[config.mk]
export PLATFORM = sky130hd
export DESIGN_NAME = bist_regfile_top
export DESIGN_NICKNAME = d
export VERILOG_FILES = /design/src/rtl/mem_pkg.sv /design/src/rtl/bist_pkg.sv /design/src/rtl/bist_addr_counter.sv /design/src/rtl/bist_fsm.sv /design/src/rtl/regfile_array.sv /design/src/rtl/bist_checker.sv /design/src/rtl/bist_regfile_top.sv
export SDC_FILE = /design/constraint.sdc
export NUM_CORES = 1
export LEC_CHECK = 0
export ABC_AREA = 0
export BUFFER_PORTS_ARGS = -buffer_cell sky130_fd_sc_hd__buf_2
export CAP_MARGIN = 20
export CORE_ASPECT_RATIO = 0.7
export CORE_MARGIN = 2
export CORE_UTILIZATION = 55
export DETAILED_ROUTE_END_ITERATION = 16
export GPL_ROUTABILITY_DRIVEN = 0
export PLACE_DENSITY = 0.84
export SLEW_MARGIN = 25
export SYNTH_ARGS = -nofsm -noshare
export SYNTH_HDL_FRONTEND = slang
export SYNTH_SLANG_ARGS = --single-unit
[constraint.sdc]
create_clock -name clk -period 5.3 [get_ports clk]
set_clock_uncertainty 0.1 [all_clocks]
set_input_delay 1.59 -clock clk [delete_from_list [all_inputs] [get_ports clk]]
set_output_delay 1.59 -clock clk [all_outputs]
set_load 0.05 [all_outputs]
[src/rtl/mem_pkg.sv]
// Register file geometry
package mem_pkg;

    // array shape, fixed for the whole design
    localparam int unsigned MEM_DW    = 16;
    localparam int unsigned MEM_AW    = 4;
    localparam int unsigned MEM_DEPTH = 2 ** MEM_AW;  // one entry per address

    typedef logic [MEM_DW-1:0] word_t;
    typedef logic [MEM_AW-1:0] addr_t;

    // one access to the array, from either the host or the self-test side
    typedef struct packed {
        logic  we;     // write strobe, read happens every cycle regardless
        addr_t addr;
        word_t wdata;
    } mem_req_t;

endpackage

[src/rtl/bist_pkg.sv]
// Self-test control types
package bist_pkg;

    // controller phases, IDLE means the host owns the array
    typedef enum logic [2:0] {
        IDLE   = 3'd0,
        WRITE  = 3'd1,   // fill every entry with its pattern
        READ   = 3'd2,   // read back, compares trail by one cycle
        DRAIN  = 3'd3,   // finishes the last compare
        REPAIR = 3'd4    // rewrite the pattern before handing back
    } bist_phase_e;

    // what the controller tells the datapath each cycle
    typedef struct packed {
        bist_phase_e    phase;
        mem_pkg::addr_t addr;   // entry the self-test is working on
    } bist_ctrl_t;

endpackage

[src/rtl/bist_addr_counter.sv]
// Self-test address counter
`timescale 1ns/1ps

module bist_addr_counter (
    input  logic           clk,
    input  logic           rst_n,
    input  logic           clr,
    input  logic           en,
    output mem_pkg::addr_t addr,
    output logic           last
);
    import mem_pkg::*;

    always_ff @(posedge clk or negedge rst_n) begin
        if (!rst_n) begin
            addr <= '0;
        end else if (clr) begin
            addr <= '0;  // clear wins over a concurrent step
        end else if (en) begin
            addr <= addr + 1'b1;  // wraps naturally at the depth
        end
    end

    assign last = (addr == addr_t'(MEM_DEPTH - 1));

endmodule

[src/rtl/bist_fsm.sv]
// Self-test controller
`timescale 1ns/1ps

module bist_fsm (
    input  logic                 clk,
    input  logic                 rst_n,
    input  logic                 start_test,
    input  logic                 last,
    output logic                 cnt_clr,
    output logic                 cnt_en,
    output bist_pkg::bist_ctrl_t ctrl,
    input  mem_pkg::addr_t       cnt_addr,
    output logic                 bist_active,
    output logic                 test_done
);
    import bist_pkg::*;

    bist_phase_e phase;
    bist_phase_e phase_nxt;
    logic        counting;

    // the three phases that sweep all entries
    assign counting = (phase == WRITE) || (phase == READ) || (phase == REPAIR);

    always_comb begin
        phase_nxt = phase;
        case (phase)
            IDLE: begin
                if (start_test) begin
                    phase_nxt = WRITE;  // a start while busy never reaches here
                end
            end
            WRITE: begin
                if (last) begin
                    phase_nxt = READ;
                end
            end
            READ: begin
                if (last) begin
                    phase_nxt = DRAIN;
                end
            end
            DRAIN: begin
                phase_nxt = REPAIR;  // one cycle for the trailing compare
            end
            REPAIR: begin
                if (last) begin
                    phase_nxt = IDLE;
                end
            end
            default: begin
                phase_nxt = IDLE;
            end
        endcase
    end

    // each phase starts its sweep from entry zero
    assign cnt_clr = (phase_nxt != phase);
    assign cnt_en  = counting;

    assign ctrl = '{phase: phase, addr: cnt_addr};

    always_ff @(posedge clk or negedge rst_n) begin
        if (!rst_n) begin
            phase       <= IDLE;
            bist_active <= 1'b0;
            test_done   <= 1'b1;  // nothing pending out of reset
        end else begin
            phase       <= phase_nxt;
            bist_active <= (phase_nxt != IDLE);
            test_done   <= (phase_nxt == IDLE);
        end
    end

endmodule

[src/rtl/regfile_array.sv]
// Register file storage array
`timescale 1ns/1ps

module regfile_array (
    input  logic                 clk,
    input  logic                 rst_n,
    input  bist_pkg::bist_ctrl_t ctrl,
    input  mem_pkg::mem_req_t    host_req,
    input  mem_pkg::mem_req_t    bist_req,
    output mem_pkg::word_t       rdata
);
    import mem_pkg::*;
    import bist_pkg::*;

    word_t    mem [MEM_DEPTH];
    mem_req_t sel_req;

    // host writes during a test are dropped here
    assign sel_req = (ctrl.phase == IDLE) ? host_req : bist_req;

    always_ff @(posedge clk or negedge rst_n) begin
        if (!rst_n) begin
            for (int i = 0; i < MEM_DEPTH; i++) begin
                mem[i] <= '0;
            end
            rdata <= '0;
        end else begin
            if (sel_req.we) begin
                mem[sel_req.addr] <= sel_req.wdata;
            end
            rdata <= mem[sel_req.addr];  // same-cycle write shows up a cycle later
        end
    end

endmodule

[src/rtl/bist_checker.sv]
// Self-test pattern and compare
`timescale 1ns/1ps

module bist_checker #(
    parameter mem_pkg::word_t PATTERN0 = 16'hAAAA,
    parameter mem_pkg::word_t PATTERN1 = 16'h5555,
    parameter int unsigned    ERR_W    = 8
) (
    input  logic                 clk,
    input  logic                 rst_n,
    input  bist_pkg::bist_ctrl_t ctrl,
    input  logic                 start,
    input  mem_pkg::word_t       rdata,
    output mem_pkg::mem_req_t    bist_req,
    output logic [ERR_W-1:0]     error_count
);
    import mem_pkg::*;
    import bist_pkg::*;

    word_t pattern;
    word_t exp_word;
    logic  exp_vld;
    logic  mismatch;

    // checkerboard split on the top address bit
    assign pattern = ctrl.addr[MEM_AW-1] ? PATTERN1 : PATTERN0;

    assign bist_req.we    = (ctrl.phase == WRITE) || (ctrl.phase == REPAIR);
    assign bist_req.addr  = ctrl.addr;
    assign bist_req.wdata = pattern;

    always_ff @(posedge clk or negedge rst_n) begin
        if (!rst_n) begin
            exp_vld <= 1'b0;
        end else begin
            exp_vld <= (ctrl.phase == READ);  // lines up with the registered rdata
        end
    end

    always_ff @(posedge clk) begin
        exp_word <= pattern;
    end

    assign mismatch = exp_vld && (rdata != exp_word);

    always_ff @(posedge clk or negedge rst_n) begin
        if (!rst_n) begin
            error_count <= '0;
        end else if (start) begin
            error_count <= '0;
        end else if (mismatch && (error_count != '1)) begin
            error_count <= error_count + 1'b1;  // sticks at all ones
        end
    end

endmodule

[src/rtl/bist_regfile_top.sv]
// Self-testing register file
`timescale 1ns/1ps

module bist_regfile_top #(
    parameter mem_pkg::word_t PATTERN0 = 16'hAAAA,
    parameter mem_pkg::word_t PATTERN1 = 16'h5555,
    parameter int unsigned    ERR_W    = 8
) (
    input  logic             clk,
    input  logic             rst_n,
    input  logic             start_test,
    input  logic             normal_wr_en,
    input  mem_pkg::addr_t   addr,
    input  mem_pkg::word_t   din,
    output mem_pkg::word_t   dout,
    output logic             test_done,
    output logic             bist_active,
    output logic [ERR_W-1:0] error_count
);
    import mem_pkg::*;
    import bist_pkg::*;

    bist_ctrl_t ctrl;
    mem_req_t   host_req;
    mem_req_t   bist_req;
    addr_t      cnt_addr;
    logic       cnt_clr;
    logic       cnt_en;
    logic       cnt_last;
    logic       start_acc;

    assign host_req = '{we: normal_wr_en, addr: addr, wdata: din};

    // a start only counts when the controller is idle
    assign start_acc = start_test && (ctrl.phase == IDLE);

    bist_fsm i_bist_fsm (
        .clk         (clk),
        .rst_n       (rst_n),
        .start_test  (start_test),
        .last        (cnt_last),
        .cnt_clr     (cnt_clr),
        .cnt_en      (cnt_en),
        .ctrl        (ctrl),
        .cnt_addr    (cnt_addr),
        .bist_active (bist_active),
        .test_done   (test_done)
    );

    bist_addr_counter i_bist_addr_counter (
        .clk   (clk),
        .rst_n (rst_n),
        .clr   (cnt_clr),
        .en    (cnt_en),
        .addr  (cnt_addr),
        .last  (cnt_last)
    );

    regfile_array i_regfile_array (
        .clk      (clk),
        .rst_n    (rst_n),
        .ctrl     (ctrl),
        .host_req (host_req),
        .bist_req (bist_req),
        .rdata    (dout)
    );

    bist_checker #(
        .PATTERN0 (PATTERN0),
        .PATTERN1 (PATTERN1),
        .ERR_W    (ERR_W)
    ) i_bist_checker (
        .clk         (clk),
        .rst_n       (rst_n),
        .ctrl        (ctrl),
        .start       (start_acc),
        .rdata       (dout),
        .bist_req    (bist_req),
        .error_count (error_count)
    );

endmodule

; ---- Yosys cells after proc, flatten, opt, wreduce, memory -nomap -nowiden
; Cells that the tools add are included.
[word_totals]
output_inout_bits = 26
wordCells = 66
register_bits = 306
[op_classes]
order_cmp = 2
n_mux = 17
bitwise_logic = 1
n_addsub = 2
n_reduce_logical = 12
n_eq_ne = 8
[ops]
columns = operator, n
row1 = bitwise mux 256 bit, 1
row2 = binary-select mux 16 bit (select 4 bit), 1
row3 = demux 16 bit (select 4 bit), 1
row4 = two-way mux 16 bit, 4
row5 = two-way mux 21 bit, 1
row6 = two-way mux 8 bit, 2
row7 = inequality test 16 bit, 1
row8 = case mux 3 bit (5 select lines), 1
row9 = two-way mux 3 bit, 4
row10 = adder 8 x 1 -> 8 bit (second input constant), 1
row11 = two-way mux 4 bit, 2
row12 = inequality test 8 bit (second input constant), 1
row13 = == test 3 x 2 -> 1 bit (second input constant), 2
row14 = logical NOT 3 bit, 2
row15 = >= comparator 5 bit (second input constant), 1
row16 = less-than comparator 5 x 1 -> 1 bit (second input constant), 1
row17 = NOT 4 -> 5 bit, 1
row18 = adder 4 x 1 -> 4 bit (second input constant), 1
row19 = == test 4 bit (second input constant), 1
row20 = logical AND 1 bit, 4
row21 = nonzero test 2 bit, 2
row22 = == test 3 x 1 -> 1 bit (second input constant), 1
row23 = == test 3 bit (second input constant), 1
row24 = logical OR 1 bit, 3
row25 = other kinds (2), 2

; ---- Depth between registers and ports, before layout
[logic_depth]
depth_word = 9
mapped_depth = 12

; ---- Cells and area by module
; Synthesis repeated with hierarchy kept, for this count alone.
[unflattened]
cells_unflattened = 1363
hier_area_um2 = 14635.3
[modules_own_cells]
columns = mod, n_inst, area_per_inst_um2, cells_each, seq_area_each_um2
row1 = regfile_array, 1, 13252.7, 1224, 6806.5
row2 = bist_checker, 1, 838.3, 88, 265.3
row3 = bist_fsm, 1, 330.3, 33, 126.4
row4 = bist_addr_counter, 1, 198.9, 17, 100.1
row5 = bist_regfile_top, 1, 15.0, 1, 0.0

; ---- Least setup slack after synthesis
; Ideal clock, no wire load.
[synth_timing]
kind = input port to flip-flop
start = input addr[0]
end = register i_regfile_array.rdata[14]
cell_stages = 7
required_time_ps = 5061
path_slack_ps = 1623
t_arrival_ps = 3438
path_cell_list = or4b_4 buf_6 buf_6 nand3_1 a211oi_1 or4_1 or4_1
[synth_via]
elab_chain_len = 5
[synth_lines]
columns = item, line
row1 = "start, declared", bist_regfile_top.sv:13  ; input mem_pkg::addr_t addr,
row2 = two-way mux 21 bit, regfile_array.sv:19  ; assign sel_req = (ctrl.phase == IDLE) ? host_req : bist_req;
row3 = NOT 4 -> 5 bit (not written as such), regfile_array.sv:31  ; rdata <= mem[sel_req.addr];
row4 = binary-select mux 16 bit (select 4 bit), regfile_array.sv:31
row5 = two-way mux 16 bit (not written as such) (2 in series), regfile_array.sv:31
row6 = "end signal, assigned", regfile_array.sv:31
row7 = "end, declared", regfile_array.sv:10  ; output mem_pkg::word_t rdata
; No other way between the ends. The select of a mux whose other input is x is not followed.
; A chain may end at the register's enable or synchronous reset.

; ---- Worst setup path in the final report
[layout_timing]
start = register i_bist_fsm.phase[2]
end = register i_regfile_array.rdata[2]
[layout_via]
elab_chain_len = 6
[layout_lines]
columns = item, line
row1 = "start, declared", bist_fsm.sv:18  ; bist_phase_e phase;
row2 = "start signal, assigned", bist_fsm.sv:69  ; phase <= phase_nxt;
row3 = logical NOT 3 bit, regfile_array.sv:19
row4 = two-way mux 21 bit, regfile_array.sv:19
row5 = NOT 4 -> 5 bit (not written as such), regfile_array.sv:31
row6 = binary-select mux 16 bit (select 4 bit), regfile_array.sv:31
row7 = two-way mux 16 bit (not written as such) (2 in series), regfile_array.sv:31
; No other way between the ends. The select of a mux whose other input is x is not followed.

==> run summary <==
Min-Delay Startpoint: i_regfile_array.mem[195]$_DFFE_PN0P_
Setup WS pre-CTS: 0.792 ns
number of instances in the placed design: 1,743
Die Height: 134 µm
largest net degree at the start of global routing: 135
core area: 0.0237 mm²
grt met2 use: 43.8%
CTS Hold Buffers Added: 0
f_max: 0.249 GHz
most frequent cells in the layout: 289 x dfrtp_1, 207 x nand2_1, 200 x o21ai_0
final-report hold violation count: 0
synth warn: 0
cell depth of the worst hold path: 2
fin util: 62.6%
area grow syn2layout: 11.2%
Final Instance Area: 0.0148 mm²
power share of the sequential group: 34.5%
Wirelength per Cell: 20.3 µm
endpoints failing setup: 0
GR peak layer: met2
dominant cells by area after synthesis: dfrtp_1 54%, o21ai_0 7.5%, a21oi_1 7.0%, nand2_1 5.9%, nor2_1 4.0%
placed cell areas: 0.0139 mm²
r2r startpoint: i_bist_fsm.phase[2]$_DFF_PN0_
final wirelength: 36,400 µm
Fin Hold WS: 0.377 ns
TNS Setup: 0 ns
Min-Delay Path Class: reg2reg
DR vias: 11.5k
crit-path max FO: 33
drt via density: 6.38
share of the synthesized area in the top cell type: 54.2%
CP max stage delay: 0.85 ns
initial core utilization: 56.3%
# Post-CTS Setup Buffers: 0
biggest area consumer among synthesized cells: dfrtp_1
RSZ-0062 raised after global routing: false
Logic pwr share: 48.1%
commonest non-fill, non-tap cell in the layout: dfrtp_1
Max-slew headroom: 27.1%
R2R depth: 6
Reg2Reg Setup Slack: 1.28 ns
clk slew on worst S/H paths: 0.06 ns
fin. max-slew vios: 0
Post-Synthesis Cells: 1,468
clock power share: 17.4%
NumNets Final: 1,481
CP endpoint kind: flip-flop
crit-path cells: o31a_1 -> a21o_2 -> buf_4 -> a211oi_1 -> or4_1 -> or4_1
DRT Pass-1 Iters: 5
fin cells: 1,795
syn_area_per_cell: 9.09 µm²
Async SR Flop Fraction: 99.3%
Sw Ratio: 46.8%
clk_lat worst skew: 0.55 ns
Worst setup SP type: flip-flop
root buf cell: clkbuf_16
TritonCTS clock tree: yes
Die ar.: 0.0255 mm²
Pint: 6.07 mW
first-pass GRT wire length: 58,500 µm
CTS H-tree depth: 1
Worst VDD drop: 541 µV
Post-synth EDFFs: 0
die width: 190 µm
met3 global-route usage: 7.98%
# DRC: 0
Crit Path Class: reg2reg
Cell Area, Synth: 0.0133 mm²
Routed Antenna Nets: 0
Num CTS Buffers: 27
met1 Use GR: 41.0%
share of layout cells above drive strength 1: 11.4%
port buffer count: 49
PwrDens: 769 mW/mm²
Ports: 50
main flop type after synthesis: dfrtp_1
post-synth cell types: 50
Rows: 47
number of global-route vias before repair: 11.1k
Power Total: 11.4 mW
CP max-delay cell: dfrtp_1
First DRT Iteration DRCs: 1,056
initial antenna violation count: 2
total track usage: 29.1%
measured slew at the worst slew-check pin: 1.09 ns
Worst EP required: 5.62 ns
crit-path most repeated cell: or4_1
post-DP HPWL: 22,000 µm
syn_nets: 1,494
CP Launch Point: i_bist_fsm.phase[2]$_DFF_PN0_
TritonCTS Sinks: 292
FF+latch count, synth: 292
CTS Buffer Depth: 3
slack of the critical path: 1.28 ns
Final period util: 75.8%
Seq/Total Area, Yosys: 54.7%
GRT Residual Overflow: 0
post-CTS resize count: 0
max-capacitance violation count: 0
Arrival @ worst endpoint: 4.34 ns
status: finished, final reports clean
Leakage: 6.42 nW
Tmin final: 4.02 ns
Switch Pwr: 5.34 mW
==> area by class of cell <==
cell class	count	area, µm²
diodes	1	2.50
clock buffers	39	781
clock inverters	11	118
fillers	1861	8870
inverters	3	11.3
multi-input cells	1035	5580
flip-flops and latches	292	7300
well taps	318	398
repair buffers	96	641
==> worst max-delay path: cells and delay by family, from the launching register on <==
family / cells / cell delay (ns)
AO/OA/AOI/OAI: 3 / 1.29
AND/OR/NAND/NOR: 2 / 1.25
flip-flops: 1 / 0.85
buffers and inverters: 1 / 0.38
==> cell usage after synthesis (10+ instances only) <==
| cell type | count |
|---|---|
| a211oi_1 | 64 |
| a21oi_1 | 186 |
| buf_1 | 10 |
| buf_2 | 34 |
| clkbuf_1 | 88 |
| dfrtp_1 | 289 |
| mux2i_1 | 36 |
| nand2_1 | 208 |
| nand3_1 | 68 |
| nand4_1 | 13 |
| nor2_1 | 141 |
| o21ai_0 | 200 |
| o22ai_1 | 16 |
| or4_1 | 36 |
==> worst paths after layout <==
path | to
max in group asynchronous | i_regfile_array.mem[202]$_DFFE_PN0P_
min in group asynchronous | i_regfile_array.mem[239]$_DFFE_PN0P_
worst min register to register | i_regfile_array.mem[195]$_DFFE_PN0P_
worst max-delay path | i_regfile_array.rdata[2]$_DFF_PN0_
worst max register to register | i_regfile_array.rdata[2]$_DFF_PN0_
worst min-delay path | i_regfile_array.mem[195]$_DFFE_PN0P_
==> kinds of logic after synthesis <==
logic type / after synthesis / synth area share [%]
muxes: 38 / 2.87
adders and majority gates: 2 / 0.188
buffers and inverters: 141 / 4.57
xor gates and xnor gates: 3 / 0.197
DFF: 292 / 54.7
and+or+nand+nor: 508 / 17.5
AOI/OAI and AO/OA: 484 / 20.0
==> per-layer routing <==
| layer | share of wire [%] | vias up |
|---|---|---|
| li1 | - | 5140 |
| met1 | 41 | 5642 |
| met2 | 44 | 579 |
| met3 | 12 | 93 |
| met4 | 3.0 | 0 |
| met5 | 0 | - |
==> power by group through the flow <==
stage / sequential (mW) / combinational (mW) / clock (mW)
2_1_floorplan: 4.01 / 3.50 / 0
3_3_place_gp: 3.88 / 5.11 / 0
3_5_place_dp: 3.93 / 5.33 / 0
4_1_cts: 3.91 / 5.37 / 2.00
5_1_grt: 4.04 / 5.98 / 2.09
6_report: 3.94 / 5.49 / 1.98
==> flip-flops by register name, summed over array words and instances (netlist names) <==
signal and cells:
i_regfile_array.mem 256, i_regfile_array.rdata 16, i_bist_checker.error_count 8, i_bist_addr_counter.addr 4, i_bist_fsm.phase 3, i_bist_checker.exp_word 2, i_bist_checker.exp_vld 1, i_bist_fsm.bist_active 1
i_bist_fsm.test_done 1
Power figures use the tool's default switching activity.
